## src/design/ipv4_pkg.sv

```systemverilog
// Shared vector types and IPv4 header constants for the receive header checker

package ipv4_pkg;

    //////////////////////////////////////////////////////////////////////
    // Vector types

    // One 32-bit word of the incoming header stream
    typedef logic [31:0] ip_word_t;

    // Whole header without options, first word in the top bits
    typedef logic [159:0] ip_header_t;

    // One's-complement sum or checksum value
    typedef logic [15:0] csum_t;

    // IPv4 address
    typedef logic [31:0] ip_addr_t;

    // Total length field
    typedef logic [15:0] ip_len_t;

    // Protocol field
    typedef logic [7:0] ip_proto_t;

    //////////////////////////////////////////////////////////////////////
    // Constants

    // Only IPv4 is accepted
    localparam logic [3:0] IP_VERSION = 4'd4;

    // Header length in 32-bit words, options are not supported
    localparam logic [3:0] IP_IHL = 4'd5;

    // Words in a header without options
    localparam int HDR_WORDS = 5;

endpackage

```

## src/design/ipv4_header_deserializer.sv

```systemverilog
// Header deserializer: collects five 32-bit word strobes into one header
// and issues a one-cycle header strobe

`timescale 1ns/1ns

module ipv4_header_deserializer (
    input  logic                 clk,
    input  logic                 rst_n,
    input  logic                 word_valid,
    input  logic                 word_first,
    input  ipv4_pkg::ip_word_t   word,
    output logic                 header_valid,
    output ipv4_pkg::ip_header_t header
);

    // Counter spans 0 to HDR_WORDS
    localparam int CNT_WIDTH = $clog2(ipv4_pkg::HDR_WORDS + 1);

    logic [CNT_WIDTH-1:0] word_cnt;
    logic [CNT_WIDTH-1:0] word_cnt_next;
    logic                 word_take;
    logic                 hdr_done;
    ipv4_pkg::ip_header_t shift_reg;

    //////////////////////////////////////////////////////////////////////
    // Word acceptance

    // A first word always restarts; later words only count while a
    // header is open and not yet complete
    always_comb begin
        word_take     = 1'b0;
        word_cnt_next = word_cnt;
        if (word_valid) begin
            if (word_first) begin
                word_take     = 1'b1;
                word_cnt_next = CNT_WIDTH'(1);
            end else if ((word_cnt != '0) &&
                         (word_cnt < CNT_WIDTH'(ipv4_pkg::HDR_WORDS))) begin
                word_take     = 1'b1;
                word_cnt_next = word_cnt + CNT_WIDTH'(1);
            end
        end
    end

    always_ff @(posedge clk or negedge rst_n) begin
        if (!rst_n) begin
            word_cnt <= '0;
            hdr_done <= 1'b0;
        end else begin
            word_cnt <= word_cnt_next;
            hdr_done <= word_take &&
                        (word_cnt_next == CNT_WIDTH'(ipv4_pkg::HDR_WORDS));
        end
    end

    // Words enter at the bottom, so the first word ends up on top
    always_ff @(posedge clk) begin
        if (word_take) begin
            shift_reg <= {shift_reg[159-32:0], word};
        end
    end

    //////////////////////////////////////////////////////////////////////
    // Header output

    // Output copy frees the shift register for a back-to-back header
    always_ff @(posedge clk or negedge rst_n) begin
        if (!rst_n) begin
            header_valid <= 1'b0;
        end else begin
            header_valid <= hdr_done;
        end
    end

    always_ff @(posedge clk) begin
        if (hdr_done) begin
            header <= shift_reg;
        end
    end

endmodule

```

## src/design/ipv4_checksum_verify.sv

```systemverilog
// Two-stage one's-complement checksum and format check over a whole
// IPv4 header

`timescale 1ns/1ns

module ipv4_checksum_verify (
    input  logic                 clk,
    input  logic                 rst_n,
    input  logic                 header_valid,
    input  ipv4_pkg::ip_header_t header,
    output logic                 chk_valid,
    output logic                 chk_ok,
    output ipv4_pkg::ip_header_t chk_header
);

    // Ten 16-bit halves in a header without options
    localparam int NUM_HALVES = 10;

    // Three halves per partial sum at most, so two carry bits
    localparam int PART_WIDTH = 18;

    // Four partial sums add up to at most twenty bits
    localparam int TOTAL_WIDTH = 20;

    ipv4_pkg::csum_t       half [NUM_HALVES];
    logic [PART_WIDTH-1:0] part [4];

    // Stage one registers
    logic                  s1_valid;
    ipv4_pkg::ip_header_t  s1_header;
    logic [PART_WIDTH-1:0] s1_part [4];

    // Stage two combinational terms
    logic [TOTAL_WIDTH-1:0] total;
    logic [16:0]            fold1;
    logic [16:0]            fold2;
    logic                   sum_ok;
    logic                   fmt_ok;

    //////////////////////////////////////////////////////////////////////
    // Stage one: split into halves and form partial sums

    always_comb begin
        for (int i = 0; i < NUM_HALVES; i++) begin
            half[i] = header[159 - 16*i -: 16];
        end
        part[0] = PART_WIDTH'(half[0]) + PART_WIDTH'(half[1]) +
                  PART_WIDTH'(half[2]);
        part[1] = PART_WIDTH'(half[3]) + PART_WIDTH'(half[4]) +
                  PART_WIDTH'(half[5]);
        part[2] = PART_WIDTH'(half[6]) + PART_WIDTH'(half[7]);
        part[3] = PART_WIDTH'(half[8]) + PART_WIDTH'(half[9]);
    end

    always_ff @(posedge clk or negedge rst_n) begin
        if (!rst_n) begin
            s1_valid <= 1'b0;
        end else begin
            s1_valid <= header_valid;
        end
    end

    // Header rides along with its sums
    always_ff @(posedge clk) begin
        if (header_valid) begin
            s1_header <= header;
            for (int i = 0; i < 4; i++) begin
                s1_part[i] <= part[i];
            end
        end
    end

    //////////////////////////////////////////////////////////////////////
    // Stage two: total, fold the carries, compare

    always_comb begin
        total = TOTAL_WIDTH'(s1_part[0]) + TOTAL_WIDTH'(s1_part[1]) +
                TOTAL_WIDTH'(s1_part[2]) + TOTAL_WIDTH'(s1_part[3]);
        // First fold leaves at most one carry, second fold clears it
        fold1 = 17'(total[15:0]) + 17'(total[TOTAL_WIDTH-1:16]);
        fold2 = 17'(fold1[15:0]) + 17'(fold1[16]);
        // Sum over a correct header, checksum included, is all ones
        sum_ok = (fold2[15:0] == 16'hffff);
        fmt_ok = (s1_header[159:156] == ipv4_pkg::IP_VERSION) &&
                 (s1_header[155:152] == ipv4_pkg::IP_IHL);
    end

    always_ff @(posedge clk or negedge rst_n) begin
        if (!rst_n) begin
            chk_valid <= 1'b0;
            chk_ok    <= 1'b0;
        end else begin
            chk_valid <= s1_valid;
            if (s1_valid) begin
                chk_ok <= sum_ok && fmt_ok;
            end
        end
    end

    always_ff @(posedge clk) begin
        if (s1_valid) begin
            chk_header <= s1_header;
        end
    end

endmodule

```

## src/design/ipv4_header_report.sv

```systemverilog
// Header report: registered fields and verdict of each checked header,
// plus saturating counts of good and bad headers

`timescale 1ns/1ns

module ipv4_header_report #(
    parameter int COUNT_WIDTH = 16
) (
    input  logic                   clk,
    input  logic                   rst_n,
    input  logic                   chk_valid,
    input  logic                   chk_ok,
    input  ipv4_pkg::ip_header_t   chk_header,
    output logic                   hdr_valid,
    output logic                   hdr_ok,
    output ipv4_pkg::ip_addr_t     src_ip,
    output ipv4_pkg::ip_addr_t     dst_ip,
    output ipv4_pkg::ip_proto_t    protocol,
    output ipv4_pkg::ip_len_t      total_length,
    output logic [COUNT_WIDTH-1:0] good_count,
    output logic [COUNT_WIDTH-1:0] bad_count
);

    ipv4_pkg::ip_addr_t  hdr_src;
    ipv4_pkg::ip_addr_t  hdr_dst;
    ipv4_pkg::ip_proto_t hdr_proto;
    ipv4_pkg::ip_len_t   hdr_len;
    logic                good_full;
    logic                bad_full;

    //////////////////////////////////////////////////////////////////////
    // Field slicing

    // Word 0 holds the total length in its low half
    assign hdr_len   = chk_header[143:128];
    // Word 2 is TTL, protocol, checksum
    assign hdr_proto = chk_header[87:80];
    assign hdr_src   = chk_header[63:32];
    assign hdr_dst   = chk_header[31:0];

    //////////////////////////////////////////////////////////////////////
    // Registered report

    always_ff @(posedge clk or negedge rst_n) begin
        if (!rst_n) begin
            hdr_valid <= 1'b0;
            hdr_ok    <= 1'b0;
        end else begin
            hdr_valid <= chk_valid;
            if (chk_valid) begin
                hdr_ok <= chk_ok;
            end
        end
    end

    // Fields hold until the next checked header
    always_ff @(posedge clk) begin
        if (chk_valid) begin
            src_ip       <= hdr_src;
            dst_ip       <= hdr_dst;
            protocol     <= hdr_proto;
            total_length <= hdr_len;
        end
    end

    //////////////////////////////////////////////////////////////////////
    // Saturating counters

    assign good_full = &good_count;
    assign bad_full  = &bad_count;

    always_ff @(posedge clk or negedge rst_n) begin
        if (!rst_n) begin
            good_count <= '0;
            bad_count  <= '0;
        end else if (chk_valid) begin
            if (chk_ok && !good_full) begin
                good_count <= good_count + COUNT_WIDTH'(1);
            end
            if (!chk_ok && !bad_full) begin
                bad_count <= bad_count + COUNT_WIDTH'(1);
            end
        end
    end

endmodule

```

## src/design/ipv4_rx_check.sv

```systemverilog
// Top level of the IPv4 receive header checker: deserializer, checksum
// verifier and report

`timescale 1ns/1ns

module ipv4_rx_check #(
    parameter int COUNT_WIDTH = 16
) (
    input  logic                   clk,
    input  logic                   rst_n,
    input  logic                   word_valid,
    input  logic                   word_first,
    input  ipv4_pkg::ip_word_t     word,
    output logic                   hdr_valid,
    output logic                   hdr_ok,
    output ipv4_pkg::ip_addr_t     src_ip,
    output ipv4_pkg::ip_addr_t     dst_ip,
    output ipv4_pkg::ip_proto_t    protocol,
    output ipv4_pkg::ip_len_t      total_length,
    output logic [COUNT_WIDTH-1:0] good_count,
    output logic [COUNT_WIDTH-1:0] bad_count
);

    // Deserializer to verifier
    logic                 header_valid;
    ipv4_pkg::ip_header_t header;

    // Verifier to report
    logic                 chk_valid;
    logic                 chk_ok;
    ipv4_pkg::ip_header_t chk_header;

    ipv4_header_deserializer u_deser (
        .clk          (clk),
        .rst_n        (rst_n),
        .word_valid   (word_valid),
        .word_first   (word_first),
        .word         (word),
        .header_valid (header_valid),
        .header       (header)
    );

    ipv4_checksum_verify u_verify (
        .clk          (clk),
        .rst_n        (rst_n),
        .header_valid (header_valid),
        .header       (header),
        .chk_valid    (chk_valid),
        .chk_ok       (chk_ok),
        .chk_header   (chk_header)
    );

    ipv4_header_report #(
        .COUNT_WIDTH (COUNT_WIDTH)
    ) u_report (
        .clk          (clk),
        .rst_n        (rst_n),
        .chk_valid    (chk_valid),
        .chk_ok       (chk_ok),
        .chk_header   (chk_header),
        .hdr_valid    (hdr_valid),
        .hdr_ok       (hdr_ok),
        .src_ip       (src_ip),
        .dst_ip       (dst_ip),
        .protocol     (protocol),
        .total_length (total_length),
        .good_count   (good_count),
        .bad_count    (bad_count)
    );

endmodule

```

## config.mk

```make
export PLATFORM = sky130hd
export DESIGN_NAME = ipv4_rx_check
export DESIGN_NICKNAME = d
export VERILOG_FILES = /design/src/design/ipv4_pkg.sv /design/src/design/ipv4_header_deserializer.sv /design/src/design/ipv4_checksum_verify.sv /design/src/design/ipv4_header_report.sv /design/src/design/ipv4_rx_check.sv
export SDC_FILE = /design/constraint.sdc
export NUM_CORES = 1
export LEC_CHECK = 0
export BUFFER_PORTS_ARGS = -buffer_cell sky130_fd_sc_hd__buf_2
export CAP_MARGIN = 20
export CORE_UTILIZATION = 40
export CTS_BUF_LIST = sky130_fd_sc_hd__clkbuf_4 sky130_fd_sc_hd__clkbuf_8
export CTS_CLUSTER_SIZE = 40
export DETAILED_ROUTE_END_ITERATION = 12
export GPL_TIMING_DRIVEN = 0
export SETUP_SLACK_MARGIN = 0.2
export SYNTH_ARGS = -nofsm -noshare
export SYNTH_HDL_FRONTEND = slang
export SYNTH_SLANG_ARGS = --single-unit
```

## constraint.sdc

```tcl
create_clock -name clk -period 10.1 [get_ports clk]
set_input_delay 2.02 -clock clk [delete_from_list [all_inputs] [get_ports clk]]
set_output_delay 2.02 -clock clk [all_outputs]
set_load 0.05 [all_outputs]
```

Yosys cells after proc, flatten, opt, wreduce, memory -nomap -nowiden --
Memory sizes are Yosys's and may differ from the RTL's. Cells that the tools add are included.
Operators by class: equal/unequal tests 4, order comparisons 1, shift operators 0, div/mod/pow operators 0, bitwise operators 0, $add $sub $neg 14, muxes and demuxes 8, multiply operators 0, reduce and logical (&&, ||, !) cells 14
Operators with widths (number):
- $add A16 B16 Y17 | 4
- $add A20 B18 Y20 | 2
- $add A18 B16 Y18 | 2
- $add A16 B1 Y16 const B | 2
- $reduce_and A16 Y1 | 2
- $add A18 B18 Y19 | 1
- $add A16 B4 Y17 | 1
- $add A16 B1 Y16 | 1
- $eq A16 B16 Y1 const B | 1
- $mux W3 | 3
- $eq A4 B3 Y1 const B | 2
- $logic_and A1 B1 Y1 | 6
- $mux W1 | 5
- $reduce_and A2 Y1 | 2
- $add A3 B1 Y3 const B | 1
- $eq A3 B3 Y1 const B | 1
- $logic_not A1 Y1 | 3
- $lt A3 B3 Y1 const B | 1
- $reduce_bool A3 Y1 | 1
Storage, ports and cells: memories 1, latch bits 0, memory bits (read-only) 0, bits of input ports 36, register bits 754, bits in writable memories 72, output and inout bits 122
Memory list:
- u_verify.s1_part | words 4, width 18, rd ports 4, clocked after Yosys merged registers in 0, wr ports 4, line ipv4_checksum_verify.sv:31 | logic [PART_WIDTH-1:0] s1_part [4];

Depth between registers and ports, before layout --
An unclocked memory read counts as a cell.
depth in word-level cells 8, mapped depth 35, gate-level depth less buffers 35

Cells and area by module --
A second synthesis with hierarchy kept.
Second synthesis, totals: cell total of the unflattened synthesis 1709, area total of the unflattened synthesis 31831.8 um^2
Modules (own cells, without submodules):
- ipv4_checksum_verify | instances 1, cells an instance 1125, area each 17558.1 um^2
- ipv4_header_deserializer | instances 1, cells an instance 347, area each 9898.2 um^2
- ipv4_header_report | instances 1, cells an instance 237, area each 4375.4 um^2

Worst setup path after synthesis --
Ideal clock, no wire load.
path type register -> register, from memory u_verify.s1_part[1][0], to register u_verify.chk_ok, arrival 6.278 ns, setup slack 3.727 ns, path buffers 1, required time 10.005 ns, cell stages (with the launch flop) 36, period minus slack after synthesis 6.373 ns, cell sequence edfxtp_1 -> ha_1 -> inv_1 -> fa_1 -> nor2b_1 -> o31a_1 -> o311ai_1 -> o221ai_1 -> o31ai_1 -> inv_1 -> a21oi_1 -> xor2_1 -> fa_1 -> inv_1 -> ha_1 -> buf_1 -> a21o_1 -> a21oi_1 -> o21ai_0 -> a21oi_1 -> xnor2_1 -> inv_1 -> fa_1 -> inv_1 -> a21o_1 -> a21oi_1 -> or3_1 -> nor4_2 -> ha_1 -> ha_1 -> xnor2_1 -> nor4_1 -> o21ai_0 -> nor2_1 -> nand4_1 -> o31ai_1
RTL lines:
- start, declared | line ipv4_checksum_verify.sv:31
- end signal, assigned | line ipv4_checksum_verify.sv:95 | chk_ok <= sum_ok && fmt_ok;
- end, declared | line ipv4_checksum_verify.sv:12 | output logic chk_ok,

==> summary.log <==
qor: critical_path.timing.critical_path.to_type flop
qor: synth.synth_warnings 0
qor: run_status.status complete, no violations
qor: clocking.hold_buffers 0
qor: clocking.clockRootBuffer clkbuf_8
qor: timing.setup-tns-final 0 ns
qor: clocking.cts_tree done
qor: synth.top_cell_type_by_total_area_after_synthesis edfxtp_1
qor: clocking.htree_levels 3
qor: critical_path.cp_slowest_cell o311ai_1
qor: placed_design.detailed_place_hpwl 35700 µm
qor: global_route.wire_length_of_the_first_global_routing_pass 82200 µm
qor: timing.number_of_pins_exceeding_their_max_slew_limit_in_the_final_report 0
qor: synth.yosysUniqueCellTypes 64
qor: die.die-area 71600 µm²
qor: synth.synth_enable_flop_cells 662
qor: timing.max-slew-margin-rel 37.0%
qor: critical_path.critPathKind reg -> reg
qor: critical_path.cpLargestDelayFamily compound AO/OA/AOI/OAI gates
qor: synth.ys_async_sr_fraction 5.97%
qor: pwr.peak_ir_drop_on_the_vdd_network 0.000105 V
qor: finish.synthToLayoutAreaGrowth 15.5%
qor: pwr.cellPowerDensity 196 nW/µm²
qor: finish.finish.cell_count_without_fillers 3010
qor: synth.synth_sequential_area_ratio 74.2%
qor: placed_design.dpl.cell_count 2814
qor: routing.via_per_inst 4.84
qor: hold_path.holdCritStartpoint u_deser.shift_reg[146]
qor: die.core_region_area 69900 µm²
qor: global_route.grt_pass1_vias 15200
qor: clocking.clkSinkCount 704
qor: hold_path.hold_path.class reg -> reg
qor: routing.routed-via-count 14600
qor: placed_design.count_of_input_and_output_buffers 157
qor: timing.layout_worst_path_cycle_share 77.8%
qor: critical_path.r2r_cells 35
qor: clocking.cts_resized 0
qor: critical_path.cp-start-kind flop
qor: pwr.p_leak 12.1 nW
qor: routing.drt_pass1_iterations 5
qor: critical_path.rrSetupSlack 2.24 ns
qor: synth.syn_area 28200 µm²
qor: routing.remaining_drc_errors 0
qor: synth.synth.ff_latch_count 704
qor: timing.period_needed 7.86 ns
qor: synth.postSynth.topFlopCell edfxtp_1
qor: global_route.largest_net_degree_at_the_start_of_global_routing 118
qor: timing.whs 0.400 ns
qor: placed_design.detailed_place.area 30400 µm²
qor: synth.netlist_top_cells_area edfxtp_1 70%, ha_1 6.3%, dfrtp_1 3.7%, xnor2_1 3.0%, fa_1 1.8%
qor: synth.synthTopCellsByCount 662 x edfxtp_1, 141 x ha_1, 127 x inv_1
qor: critical_path.dominant_cell_type_by_count_on_the_critical_path inv_1
qor: clocking.clock_insertion_delay_at_the_later_pin_of_the_skew_report 0.71 ns
qor: global_route.antenna_found_initial 1
qor: critical_path.rr_endpoint u_verify.chk_ok
qor: critical_path.worstPathArrival 8.43 ns
qor: pwr.report.power.total 6.40 mW
qor: synth.mapped_nets 1912
qor: routing.detail-route-antenna-nets 0
qor: global_route.grt_overflow 0
qor: hold_path.min_delay_endpoint u_deser.header[146]
qor: synth.post_synth_inst_count 1709
qor: clocking.path_clk_slew 0.06 ns
qor: timing.report.final.setup_viol 0
qor: routing.wire_per_inst 17.5 µm
qor: job.max_capacitance_violation_count 0
qor: die.start_util 40.4%
qor: routing.totalWireLength 52700 µm
qor: synth.synth_top_cell_area_share 70.4%
qor: timing.final-hold-violation-count 0
qor: routing.drt_iter0_drc 827
qor: clocking.post_cts.repair.setup_buffers 0
qor: die.die-height 268 µm
qor: timing.rsz0062_at_grt no
qor: synth.postSynthAreaPerCell 16.5 µm²
qor: hold_path.min_delay_path_depth 0
qor: critical_path.regToRegStartpoint u_verify.s1_part[0][0]
qor: die.die-width 268 µm
qor: finish.finalInstanceArea 32600 µm²
qor: finish.drive_gt1_share 17.9%
qor: critical_path.timing.critical_path.slowest_cell_delay 0.46 ns
qor: clocking.tritoncts.num_buffers 113
qor: placed_design.dp_worst_setup_slack 2.19 ns
qor: synth.most_instantiated_library_cell_after_synthesis edfxtp_1
qor: critical_path.worstPathRequired 10.67 ns
qor: placed_design.place.gp.congestion 0.846
qor: critical_path.critPathMaxFanout 7
qor: global_route.total_routing_usage_gr 15.0%
qor: clocking.ctsLongestPathBuffers 3
qor: die.fp-row-count 97
qor: finish.final_util 46.6%
qor: die.boundaryPins 158
qor: critical_path.critical_path_buf_inv_count 6
qor: timing.finalClockSkew 0.0298 ns
qor: timing.max_freq 0.127 GHz
qor: timing.tightestPinTransition 0.946 ns
qor: finish.nNetsFinal 2192
qor: timing.finalWorstSetupSlack 2.24 ns
## worst max-delay path by stage
| stage | depth (start not counted) | startpoint | end |
|---|---|---|---|
| after floorplan | 35 | u_verify.s1_part[1][0] | u_verify.chk_ok |
| after global placement | 35 | u_verify.s1_part[0][0] | u_verify.chk_ok |
| after detailed placement | 35 | u_verify.s1_part[1][0] | u_verify.chk_ok |
| after CTS | 35 | u_verify.s1_part[0][0] | u_verify.chk_ok |
| after global routing | 35 | u_verify.s1_part[1][0] | u_verify.chk_ok |
| final | 35 | u_verify.s1_part[0][0] | u_verify.chk_ok |
## report_power, final
group	switching (mW)	internal, mW
sequential	0.109	3.46
clock	1.06	1.30
combinational	0.306	0.161
## metal layers
layer	GRT usage (%)	up-vias	routed length, µm
met5	0	-	0
met4	5.31	0	1080
met3	2.83	82	2350
met2	24.9	327	25300
met1	19.6	7133	24000
li1	-	7015	-
## logic make-up (layout without fill, tap and decap cells)
family,Yosys count,in the layout,synth area share [%]
fa+ha+maj,167,167,8.10
mux,3,3,0.115
buf+inv,130,490,1.76
other cells,0,1,0
simple gates,296,296,5.05
flops,704,704,74.2
compound gates,270,270,6.50
xor+xnor,139,139,4.31
## worst reg2reg max path, delay by kind of cell (launching register included)
family | cells | cell delay (ns)
AOI/OAI and AO/OA | 13 | 3.00
adders and majority gates | 7 | 1.97
and+or+nand+nor | 6 | 1.34
buffers and inverters | 6 | 0.58
xor gates and xnor gates | 3 | 0.47
DFF | 1 | 0.39
## layout make-up
| type | count | area (µm²) |
|---|---|---|
| antenna | 1 | 2.50 |
| clock inverter | 41 | 302 |
| timing repair buffer | 165 | 991 |
| buffer | 3 | 20.0 |
| clock buffer | 154 | 1880 |
| inverter | 127 | 484 |
| sequential | 704 | 20900 |
| tap | 940 | 1180 |
| fill | 6028 | 37300 |
| multi-input combinational | 875 | 6790 |
## cell usage in the layout, fill, tap and decap left out, drive strengths merged, types with 3 or more instances in the layout
| master | instances |
|---|---|
| dfrtp | 42 |
| nor4 | 4 |
| a21boi | 3 |
| and2 | 5 |
| nand3 | 39 |
| nand4 | 10 |
| or3 | 10 |
| nand2b | 12 |
| fa | 26 |
| a21oi | 84 |
| inv | 130 |
| a21o | 21 |
| or2 | 3 |
| a31oi | 9 |
| o211ai | 11 |
| edfxtp | 662 |
| and3 | 16 |
| o211a | 5 |
| clkinv | 34 |
| o21bai | 17 |
| o41ai | 11 |
| ha | 141 |
| nor2 | 88 |
| xnor2 | 96 |
| a211oi | 4 |
| nor3 | 32 |
| o31ai | 7 |
| clkbuf | 154 |
| bufinv | 4 |
| o21ai | 49 |
| o31a | 3 |
| nor2b | 12 |
| xor2 | 43 |
| a31o | 7 |
| nand2 | 57 |
| buf | 168 |
| o21a | 19 |
| o2111ai | 4 |
Note: power is estimated with default switching activity, not from simulation.
